--- src/rtl/uart_pkg.sv ---
// Shared widths, parity codes, register map and FSM state types used by every UART block
package uart_pkg;

    typedef logic [7:0]  uart_byte_t;    // One character
    typedef logic [1:0]  parity_mode_t;  // Parity setting from CTRL
    typedef logic [3:0]  axi_addr_t;     // Byte address inside the register block
    typedef logic [31:0] axi_data_t;
    typedef logic [1:0]  axi_resp_t;

    localparam parity_mode_t PARITY_NONE = 2'd0;
    localparam parity_mode_t PARITY_EVEN = 2'd1;
    localparam parity_mode_t PARITY_ODD  = 2'd2;  // Code 3 is treated as none

    localparam axi_resp_t RESP_OKAY   = 2'b00;
    localparam axi_resp_t RESP_SLVERR = 2'b10;

    localparam axi_addr_t REG_TXDATA = 4'h0;
    localparam axi_addr_t REG_RXDATA = 4'h4;
    localparam axi_addr_t REG_STATUS = 4'h8;
    localparam axi_addr_t REG_CTRL   = 4'hC;

    // STATUS bit positions
    localparam int ST_RX_VALID   = 0;
    localparam int ST_TX_BUSY    = 1;
    localparam int ST_PARITY_ERR = 2;  // Sticky, write one to clear
    localparam int ST_OVERRUN    = 3;  // Sticky, write one to clear

    // CTRL bit positions
    localparam int CTRL_PARITY_LSB = 0;  // Two bit parity field
    localparam int CTRL_TWO_STOP   = 2;

    typedef enum logic [2:0] {
        RX_IDLE, RX_START, RX_DATA, RX_PARITY, RX_STOP
    } rx_state_e;

    typedef enum logic [2:0] {
        TX_IDLE, TX_START, TX_DATA, TX_PARITY, TX_STOP
    } tx_state_e;

endpackage
--- src/rtl/uart_top.sv ---
// UART top level; joins the AXI4-Lite register block with the transmitter and receiver
`timescale 1ns/1ps

module uart_top #(
    parameter int SAMPLES_PER_BIT = 8  // Power of two, at least 4
) (
    input  logic                clk_sample,
    input  logic                rst,
    input  logic                awvalid,
    input  uart_pkg::axi_addr_t awaddr,
    output logic                awready,
    input  logic                wvalid,
    input  uart_pkg::axi_data_t wdata,
    input  logic [3:0]          wstrb,
    output logic                wready,
    output logic                bvalid,
    output uart_pkg::axi_resp_t bresp,
    input  logic                bready,
    input  logic                arvalid,
    input  uart_pkg::axi_addr_t araddr,
    output logic                arready,
    output logic                rvalid,
    output uart_pkg::axi_data_t rdata,
    output uart_pkg::axi_resp_t rresp,
    input  logic                rready,
    output logic                tx,
    input  logic                rx
);

    logic                   tx_start, tx_busy, two_stop;
    logic                   rx_done, rx_parity_err;
    uart_pkg::uart_byte_t   tx_data, rx_data;
    uart_pkg::parity_mode_t parity_mode;

    uart_regs u_regs (
        .clk_sample(clk_sample), .rst(rst),
        .awvalid(awvalid), .awaddr(awaddr), .awready(awready),
        .wvalid(wvalid), .wdata(wdata), .wstrb(wstrb), .wready(wready),
        .bvalid(bvalid), .bresp(bresp), .bready(bready),
        .arvalid(arvalid), .araddr(araddr), .arready(arready),
        .rvalid(rvalid), .rdata(rdata), .rresp(rresp), .rready(rready),
        .tx_start(tx_start), .tx_data(tx_data),
        .parity_mode(parity_mode), .two_stop(two_stop),
        .tx_busy(tx_busy), .rx_data(rx_data),
        .rx_done(rx_done), .rx_parity_err(rx_parity_err)
    );

    uart_tx #(.SAMPLES_PER_BIT(SAMPLES_PER_BIT)) u_tx (
        .clk_sample(clk_sample), .rst(rst),
        .tx_start(tx_start), .tx_data(tx_data),
        .parity_mode(parity_mode), .two_stop(two_stop),
        .tx(tx), .tx_busy(tx_busy)
    );

    uart_rx #(.SAMPLES_PER_BIT(SAMPLES_PER_BIT)) u_rx (
        .clk_sample(clk_sample), .rst(rst), .rx(rx),
        .parity_mode(parity_mode), .two_stop(two_stop),
        .rx_data(rx_data), .rx_done(rx_done), .rx_parity_err(rx_parity_err)
    );

endmodule

--- src/rtl/uart_regs.sv ---
// AXI4-Lite register block holding TXDATA, RXDATA, STATUS and CTRL for the UART
`timescale 1ns/1ps

module uart_regs (
    input  logic                   clk_sample,
    input  logic                   rst,
    input  logic                   awvalid,
    input  uart_pkg::axi_addr_t    awaddr,
    output logic                   awready,
    input  logic                   wvalid,
    input  uart_pkg::axi_data_t    wdata,
    input  logic [3:0]             wstrb,
    output logic                   wready,
    output logic                   bvalid,
    output uart_pkg::axi_resp_t    bresp,
    input  logic                   bready,
    input  logic                   arvalid,
    input  uart_pkg::axi_addr_t    araddr,
    output logic                   arready,
    output logic                   rvalid,
    output uart_pkg::axi_data_t    rdata,
    output uart_pkg::axi_resp_t    rresp,
    input  logic                   rready,
    output logic                   tx_start,
    output uart_pkg::uart_byte_t   tx_data,
    output uart_pkg::parity_mode_t parity_mode,
    output logic                   two_stop,
    input  logic                   tx_busy,
    input  uart_pkg::uart_byte_t   rx_data,
    input  logic                   rx_done,
    input  logic                   rx_parity_err
);

    uart_pkg::uart_byte_t rx_byte;
    uart_pkg::axi_data_t  status;
    uart_pkg::axi_data_t  ctrl;
    uart_pkg::axi_data_t  rd_data;
    logic                 rx_valid, parity_err, overrun;
    logic                 wr_fire, rd_fire;
    logic                 wr_err, rd_err;
    logic                 wr_tx, wr_status, wr_ctrl;
    logic                 rx_read, rx_accept;

    assign wr_fire   = awready && awvalid && wvalid;
    assign rd_fire   = arready && arvalid;
    assign wr_tx     = wr_fire && wstrb[0] && !wr_err && (awaddr == uart_pkg::REG_TXDATA);
    assign wr_status = wr_fire && wstrb[0] && (awaddr == uart_pkg::REG_STATUS);
    assign wr_ctrl   = wr_fire && wstrb[0] && (awaddr == uart_pkg::REG_CTRL);
    assign rx_read   = rd_fire && (araddr == uart_pkg::REG_RXDATA);
    assign rx_accept = rx_done && (!rx_valid || rx_read);  // Freed slot takes the new byte

    always_comb begin
        case (awaddr)
            uart_pkg::REG_TXDATA: wr_err = tx_busy || tx_start;  // One byte in flight at most
            uart_pkg::REG_RXDATA,
            uart_pkg::REG_STATUS,
            uart_pkg::REG_CTRL:   wr_err = 1'b0;
            default:              wr_err = 1'b1;
        endcase
    end

    always_comb begin
        status = '0;
        status[uart_pkg::ST_RX_VALID]   = rx_valid;
        status[uart_pkg::ST_TX_BUSY]    = tx_busy;
        status[uart_pkg::ST_PARITY_ERR] = parity_err;
        status[uart_pkg::ST_OVERRUN]    = overrun;
        ctrl = '0;
        ctrl[uart_pkg::CTRL_PARITY_LSB +: 2] = parity_mode;
        ctrl[uart_pkg::CTRL_TWO_STOP]        = two_stop;
        rd_err = 1'b0;
        case (araddr)
            uart_pkg::REG_RXDATA: rd_data = {24'b0, rx_byte};
            uart_pkg::REG_STATUS: rd_data = status;
            uart_pkg::REG_CTRL:   rd_data = ctrl;
            default: begin
                rd_data = '0;  // TXDATA is write only
                rd_err  = (araddr != uart_pkg::REG_TXDATA);
            end
        endcase
    end

    always_ff @(posedge clk_sample or negedge rst) begin
        if (!rst) begin
            awready     <= 1'b0;
            wready      <= 1'b0;
            bvalid      <= 1'b0;
            bresp       <= uart_pkg::RESP_OKAY;
            arready     <= 1'b0;
            rvalid      <= 1'b0;
            rresp       <= uart_pkg::RESP_OKAY;
            tx_start    <= 1'b0;
            parity_mode <= uart_pkg::PARITY_NONE;
            two_stop    <= 1'b0;
            rx_valid    <= 1'b0;
            parity_err  <= 1'b0;
            overrun     <= 1'b0;
        end else begin
            // A held response blocks the next request
            awready  <= awvalid && wvalid && !bvalid && !awready;
            wready   <= awvalid && wvalid && !bvalid && !awready;
            arready  <= arvalid && !rvalid && !arready;
            tx_start <= wr_tx;
            if (wr_fire) begin
                bvalid <= 1'b1;
                bresp  <= wr_err ? uart_pkg::RESP_SLVERR : uart_pkg::RESP_OKAY;
            end else if (bready) begin
                bvalid <= 1'b0;
            end
            if (rd_fire) begin
                rvalid <= 1'b1;
                rresp  <= rd_err ? uart_pkg::RESP_SLVERR : uart_pkg::RESP_OKAY;
            end else if (rready) begin
                rvalid <= 1'b0;
            end
            if (wr_ctrl) begin
                parity_mode <= wdata[uart_pkg::CTRL_PARITY_LSB +: 2];
                two_stop    <= wdata[uart_pkg::CTRL_TWO_STOP];
            end
            if (rx_accept) begin
                rx_valid <= 1'b1;
            end else if (rx_read) begin
                rx_valid <= 1'b0;
            end
            // Setting wins over a clear in the same cycle
            if (rx_parity_err) begin
                parity_err <= 1'b1;
            end else if (wr_status && wdata[uart_pkg::ST_PARITY_ERR]) begin
                parity_err <= 1'b0;
            end
            if (rx_done && !rx_accept) begin
                overrun <= 1'b1;  // Byte discarded, the unread one is kept
            end else if (wr_status && wdata[uart_pkg::ST_OVERRUN]) begin
                overrun <= 1'b0;
            end
        end
    end

    always_ff @(posedge clk_sample) begin
        if (wr_tx) begin
            tx_data <= wdata[7:0];
        end
        if (rx_accept) begin
            rx_byte <= rx_data;
        end
        if (rd_fire) begin
            rdata <= rd_data;
        end
    end

endmodule

--- src/rtl/uart_tx.sv ---
// UART transmitter; sends one byte with optional parity and one or two stop bits
`timescale 1ns/1ps

module uart_tx #(
    parameter int SAMPLES_PER_BIT = 8
) (
    input  logic                   clk_sample,
    input  logic                   rst,
    input  logic                   tx_start,
    input  uart_pkg::uart_byte_t   tx_data,
    input  uart_pkg::parity_mode_t parity_mode,
    input  logic                   two_stop,
    output logic                   tx,
    output logic                   tx_busy
);

    localparam int CW = $clog2(SAMPLES_PER_BIT);

    uart_pkg::tx_state_e  state;
    uart_pkg::uart_byte_t tx_byte;   // Byte latched at the start of the frame
    logic [CW-1:0]        win_cnt;
    logic [2:0]           bit_idx;
    logic [2:0]           next_idx;
    logic                 stop_idx;
    logic                 win_end;
    logic                 parity_on;
    logic                 parity_bit;

    assign win_end    = (win_cnt == CW'(SAMPLES_PER_BIT - 1));
    assign next_idx   = bit_idx + 3'd1;
    assign parity_on  = (parity_mode == uart_pkg::PARITY_EVEN) ||
                        (parity_mode == uart_pkg::PARITY_ODD);
    // Same rule as the receiver: data ones plus this bit give the chosen total
    assign parity_bit = (parity_mode == uart_pkg::PARITY_ODD) ? ~(^tx_byte) : ^tx_byte;

    always_ff @(posedge clk_sample or negedge rst) begin
        if (!rst) begin
            state    <= uart_pkg::TX_IDLE;
            win_cnt  <= '0;
            bit_idx  <= '0;
            stop_idx <= 1'b0;
            tx       <= 1'b1;
            tx_busy  <= 1'b0;
        end else begin
            if (state != uart_pkg::TX_IDLE) begin
                win_cnt <= win_cnt + 1'b1;
            end
            case (state)
                uart_pkg::TX_IDLE: begin
                    if (tx_start) begin
                        state   <= uart_pkg::TX_START;
                        win_cnt <= '0;
                        tx      <= 1'b0;  // Start bit
                        tx_busy <= 1'b1;
                    end
                end
                uart_pkg::TX_START: begin
                    if (win_end) begin
                        state   <= uart_pkg::TX_DATA;
                        bit_idx <= '0;
                        tx      <= tx_byte[0];
                    end
                end
                uart_pkg::TX_DATA: begin
                    if (win_end) begin
                        bit_idx <= next_idx;
                        if (bit_idx == 3'd7) begin
                            if (parity_on) begin
                                state <= uart_pkg::TX_PARITY;
                                tx    <= parity_bit;
                            end else begin
                                state    <= uart_pkg::TX_STOP;
                                stop_idx <= 1'b0;
                                tx       <= 1'b1;
                            end
                        end else begin
                            tx <= tx_byte[next_idx];
                        end
                    end
                end
                uart_pkg::TX_PARITY: begin
                    if (win_end) begin
                        state    <= uart_pkg::TX_STOP;
                        stop_idx <= 1'b0;
                        tx       <= 1'b1;
                    end
                end
                uart_pkg::TX_STOP: begin
                    if (win_end) begin
                        stop_idx <= 1'b1;
                        if (!two_stop || stop_idx) begin
                            state   <= uart_pkg::TX_IDLE;  // Line stays high
                            tx_busy <= 1'b0;
                        end
                    end
                end
                default: state <= uart_pkg::TX_IDLE;
            endcase
        end
    end

    always_ff @(posedge clk_sample) begin
        if (state == uart_pkg::TX_IDLE && tx_start) begin
            tx_byte <= tx_data;
        end
    end

endmodule

--- src/rtl/uart_rx.sv ---
// Oversampling UART receiver; majority votes each bit window and checks parity
`timescale 1ns/1ps

module uart_rx #(
    parameter int SAMPLES_PER_BIT = 8
) (
    input  logic                  clk_sample,
    input  logic                  rst,
    input  logic                  rx,
    input  uart_pkg::parity_mode_t parity_mode,
    input  logic                  two_stop,
    output uart_pkg::uart_byte_t  rx_data,
    output logic                  rx_done,
    output logic                  rx_parity_err
);

    localparam int CW = $clog2(SAMPLES_PER_BIT);

    logic                 rx_s1, rx_s2;    // Two flop synchronizer
    logic                 rx_prev;         // Previous synchronized level for edge detect
    uart_pkg::rx_state_e  state;
    logic [CW-1:0]        win_cnt;         // Sample position inside the bit window
    logic [CW:0]          ones_cnt;        // High samples seen so far in this window
    logic [CW:0]          ones_next;
    logic [2:0]           bit_idx;
    logic                 stop_idx;
    logic                 par_acc;         // Running XOR of received data bits
    logic                 win_end;
    logic                 win_bit;
    logic                 parity_on;
    logic                 parity_ok;
    uart_pkg::uart_byte_t rx_shift;

    assign win_end   = (win_cnt == CW'(SAMPLES_PER_BIT - 1));
    assign ones_next = ones_cnt + {{CW{1'b0}}, rx_s2};  // Includes the current sample
    assign win_bit   = (ones_next > (CW+1)'(SAMPLES_PER_BIT / 2));  // Majority of the window
    assign parity_on = (parity_mode == uart_pkg::PARITY_EVEN) ||
                       (parity_mode == uart_pkg::PARITY_ODD);
    // Data ones plus parity bit must give an even or odd total
    assign parity_ok = (parity_mode == uart_pkg::PARITY_ODD) ? (par_acc ^ win_bit)
                                                             : ~(par_acc ^ win_bit);
    assign rx_data   = rx_shift;

    always_ff @(posedge clk_sample or negedge rst) begin
        if (!rst) begin
            rx_s1   <= 1'b1;  // Line idles high
            rx_s2   <= 1'b1;
            rx_prev <= 1'b1;
        end else begin
            rx_s1   <= rx;
            rx_s2   <= rx_s1;
            rx_prev <= rx_s2;
        end
    end

    always_ff @(posedge clk_sample or negedge rst) begin
        if (!rst) begin
            state         <= uart_pkg::RX_IDLE;
            win_cnt       <= '0;
            ones_cnt      <= '0;
            bit_idx       <= '0;
            stop_idx      <= 1'b0;
            par_acc       <= 1'b0;
            rx_done       <= 1'b0;
            rx_parity_err <= 1'b0;
        end else begin
            rx_done       <= 1'b0;  // Both strobes are single cycle
            rx_parity_err <= 1'b0;
            if (state != uart_pkg::RX_IDLE) begin
                win_cnt <= win_cnt + 1'b1;  // Wraps at the window end
            end
            if (state == uart_pkg::RX_DATA || state == uart_pkg::RX_PARITY) begin
                ones_cnt <= win_end ? '0 : ones_next;
            end
            case (state)
                uart_pkg::RX_IDLE: begin
                    if (rx_prev && !rx_s2) begin
                        state   <= uart_pkg::RX_START;
                        win_cnt <= CW'(1);  // The detecting sample belongs to the start window
                    end
                end
                uart_pkg::RX_START: begin
                    if (win_end) begin
                        state   <= uart_pkg::RX_DATA;
                        bit_idx <= '0;
                        par_acc <= 1'b0;
                    end
                end
                uart_pkg::RX_DATA: begin
                    if (win_end) begin
                        par_acc <= par_acc ^ win_bit;
                        bit_idx <= bit_idx + 1'b1;
                        if (bit_idx == 3'd7) begin
                            state    <= parity_on ? uart_pkg::RX_PARITY : uart_pkg::RX_STOP;
                            stop_idx <= 1'b0;
                        end
                    end
                end
                uart_pkg::RX_PARITY: begin
                    if (win_end) begin
                        if (parity_ok) begin
                            state <= uart_pkg::RX_STOP;
                        end else begin
                            state         <= uart_pkg::RX_IDLE;  // Frame is dropped
                            rx_parity_err <= 1'b1;
                        end
                    end
                end
                uart_pkg::RX_STOP: begin
                    // Stop level is not checked, only its length is waited out
                    if (win_end) begin
                        stop_idx <= 1'b1;
                        if (!two_stop || stop_idx) begin
                            state   <= uart_pkg::RX_IDLE;
                            rx_done <= 1'b1;
                        end
                    end
                end
                default: state <= uart_pkg::RX_IDLE;
            endcase
        end
    end

    always_ff @(posedge clk_sample) begin
        if (state == uart_pkg::RX_DATA && win_end) begin
            rx_shift <= {win_bit, rx_shift[7:1]};  // LSB arrives first
        end
    end

endmodule

--- config.mk ---
export PLATFORM = sky130hd
export DESIGN_NAME = uart_top
export DESIGN_NICKNAME = d
export VERILOG_FILES = /design/src/rtl/uart_pkg.sv /design/src/rtl/uart_top.sv /design/src/rtl/uart_regs.sv /design/src/rtl/uart_tx.sv /design/src/rtl/uart_rx.sv
export SDC_FILE = /design/constraint.sdc
export NUM_CORES = 1
export LEC_CHECK = 0
export BUFFER_PORTS_ARGS = -buffer_cell sky130_fd_sc_hd__buf_2
export CORE_MARGIN = 2
export CORE_UTILIZATION = 48
export DETAILED_ROUTE_END_ITERATION = 6
export GPL_ROUTABILITY_DRIVEN = 1
export PLACE_DENSITY = 0.76
export SETUP_SLACK_MARGIN = 0.4
export SYNTH_ARGS = -nofsm -noshare
export SYNTH_HDL_FRONTEND = slang
export SYNTH_SLANG_ARGS = --single-unit
--- constraint.sdc ---
create_clock -name clk_sample -period 2 [get_ports clk_sample]
set_input_delay 0.1 -clock clk_sample [delete_from_list [all_inputs] [get_ports clk_sample]]
set_output_delay 0.1 -clock clk_sample [all_outputs]
set_load 0.01 [all_outputs]
==> results.md <==
- Largest net degree at the start of global routing: 46
- Fin. Hold Viols: 0
- Int Power: 3.22 mW
- Synthesized area: 0.00396 mm2
- Crit Path Max Fanout: 2
- Antenna violations before repair: 0
- Delay of the slowest critical-path stage: 0.48 ns
- # setup viols final: 1
- Final antenna-violating net count: 0
- Classification of the worst-slack hold path: in -> reg
- Failing checks: negative setup slack
- Crit-path cells: ha_2 > ha_4 > mux4_2 > mux2_4 > o221ai_2 > a31oi_1 > or2_1
- CP Class: reg -> reg
- Switching share of total power: 32.9%
- Post-synthesis mux area share: 3.63%
- Power Dens Cells: 951 mW/mm2
- Fin crit period: 2.07 ns
- Die W: 94.8 um
- Crit share post-route: 103%
- WP data required: 2.29 ns
- NetSw: 1.58 mW
- Via count: 2816
- Most instantiated cells after synthesis: dfrtp_1, edfxtp_1, o21ai_0
- Die footprint: 0.00899 mm2
- Area of the multi-input gates: 0.00172 mm2
- Congestion Overflow GR: 0
- Clk pwr share: 26.0%
- Worst path arrival time: 2.36 ns
- Number of enable flip-flop cells after synthesis: 40
- CTS tree: done
- Initial Utilization: 48.9%
- Fmax: 0.484 GHz
- Routability-driven placement congestion ratio: 0.832
- Clock slew at reported path FFs: 0.09 ns
- Critical path's slowest cell: mux4_2
- Adder-Cell Fraction of Synth Area: 3.48%
- Drt total wl: 8550 um
- Post-synthesis xor/xnor area fraction: 2.78%
- Reg area: 0.00233 mm2
- Register share of total power: 46.6%
- Largest cells by area after synthesis: edfxtp_1, dfrtp_1, buf_4, o21ai_0, ha_1
- Antenna fix cells: 0
- Clock sink count: 85
- GRT Util Overall: 18.9%
- Leading area contributor after synthesis: edfxtp_1
- First-pass GRT wire length: 12800 um
- Gate Count Post-Synth: 340
- P&R area growth vs syn: 27.4%
- Peak VDD IR: 0.403 mV
- Fin util: 62.3%
- Filler cells: 588
- FF+latch count, synth: 85
- Yosys warnings: 0
- Vias in the first global route: 2675
- Die Span Y: 94.8 um
- Worst rel slew slack: 62.6%
- Core Region: 0.00809 mm2
- Clock latency on the worst-skew pair: 0.36 ns
- Slew Limit Fails: 0
- H-tree levels: 3
- Share of the synthesized area in the top cell type: 30.3%
- Num ports: 94
- Row count: 33
- Final HPWL DP: 5400 um
- Status: complete, but fails checks
- Drt via density: 5.22
- DRT Pass-1 Iters: 4
- Dpl ws: -0.0409 ns
- CP startpoint kind: flip-flop
- CP Capture Type: flip-flop
- Unrepaired setup endpoints after global routing: true
- LEAKAGE: 2.17 nW
- Worst Setup Slack, final: -0.0666 ns
- Simple-gate portion of the synthesized area: 13.1%
- Synth Area in Compound Gates: 10.8%
- Slew @ Worst Pin: 0.562 ns
- Max-cap viol count: 0
- Total CTS buffers: 9
- Initial DRC Count: 143
- Sequential area share after synthesis: 58.9%
- CTS Buffer Depth: 2
- Share of layout cells above drive strength 1: 33.4%
- Most common cell in the netlist: dfrtp_1
- DRC: 0
- Final Net Count: 492
- Wire per inst: 15.9 um
- PortBufs: 40
- Largest family of logic cells by synthesized area: simple AND/OR/NAND/NOR gates
- Yosys cell types: 47
- Synth Flop Type: dfrtp_1
- Clk_skew: 0.0111 ns
- Gate power share: 27.3%
- Syn avg cell area: 11.6 um2
- Ys async rst share: 52.9%
- Clk root buf: clkbuf_8
## kinds of logic after synthesis
logic type      Yosys count
compound gates           68
xor+xnor                 11
fa+ha+maj                11
buf+inv                  49
flops                    85
mux                      11
other cells               1
simple gates            104
## cell type report
type	count	share of cell area, %
clock buffers	9	2.46
clock inverters	7	1.74
inverters	13	0.968
multi-input cells	232	34.1
flip-flops and latches	85	46.3
well taps	105	2.60
repair buffers	88	11.9
## worst max-delay path, delay by kind of cell (launching register included)
| kind | cells | cell delay [ns] |
|---|---|---|
| compound gates | 2 | 0.18 |
| fa+ha+maj | 2 | 0.47 |
| flops | 1 | 0.40 |
| mux | 2 | 0.75 |
| simple gates | 1 | 0.20 |
## worst paths after layout
check                           slack [ns]         endpoint  cells past startpoint             from
worst min register to register        0.36       u_rx.rx_s2                      0       u_rx.rx_s1
max in group asynchronous             1.24    u_rx.state[2]                      3              rst
worst max-delay path                 -0.07          u_tx.tx                      7  u_tx.bit_idx[1]
worst max register to register       -0.07          u_tx.tx                      7  u_tx.bit_idx[1]
worst min-delay path                  0.02   u_regs.arready                      2          arvalid
min in group asynchronous             0.34  u_tx.bit_idx[2]                      3              rst
## state kept, by name, indices dropped and copies added, names as in the netlist, 4 cells and up
| signal | cells |
|---|---|
| u_regs.rdata | 8 |
| u_regs.tx_data | 8 |
| u_regs.rx_byte | 8 |
| u_rx.rx_data | 8 |
| u_rx.ones_cnt | 4 |
| u_tx.tx_byte | 8 |
## cells in the final DEF, fill, tap and decap left out, types with 10 or more instances in the layout
cell | netlist | routed
buf_2 | 1 | 40
nand2_1 | 29 | 27
dlygate4sd3_1 | 0 | 14
buf_4 | 27 | 31
nand2b_1 | 11 | 10
o21ai_0 | 30 | 25
edfxtp_1 | 40 | 40
conb_1 | 1 | 26
inv_1 | 13 | 12
nor2_1 | 20 | 15
dfrtp_1 | 41 | 40
## layer usage
metal	part of all wire (%)	GRT usage, %	routed length, um
met1	42	23.3	3570
met3	4.5	4.95	383
met4	2.1	7.49	181
met5	0	0	0
met2	52	31.6	4420
## power by group through the flow
| stage | sequential [mW] | clock, mW | combinational (mW) |
|---|---|---|---|
| global route | 2.26 | 1.36 | 1.44 |
| CTS | 2.21 | 1.27 | 1.08 |
| global placement | 2.21 | 0 | 0.848 |
| detailed placement | 2.23 | 0 | 0.901 |
| floorplan | 2.16 | 0 | 0.716 |
| finish | 2.24 | 1.25 | 1.31 |
## per-stage QoR
| step | instance area, um2 | setup TNS [ns] | power (mW) | hold slack (ns) | std cells |
|---|---|---|---|---|---|
| floorplan | 4120 | -0.0677 | 2.88 | -0.196 | 365 |
| global placement | 4300 | -0.0163 | 3.06 | 0.210 | 486 |
| detailed placement | 4300 | -0.0409 | 3.13 | 0.206 | 486 |
| CTS | 4840 | -0.0624 | 4.56 | 0.00817 | 524 |
| global route | 5040 | -0.119 | 5.06 | 0.00567 | 539 |
| finish | 5040 | -0.0666 | 4.80 | 0.0211 | 539 |
## repair_timing
item,in CTS,in global routing
resized for setup,25,24
setup buffers,7,15
endpoints found under the setup margin,26,37
hold buffers,14,0
cloned,1,0
pin swaps,9,17
endpoints found under the hold margin,55,0
Note: power is estimated with default switching activity, not from simulation.
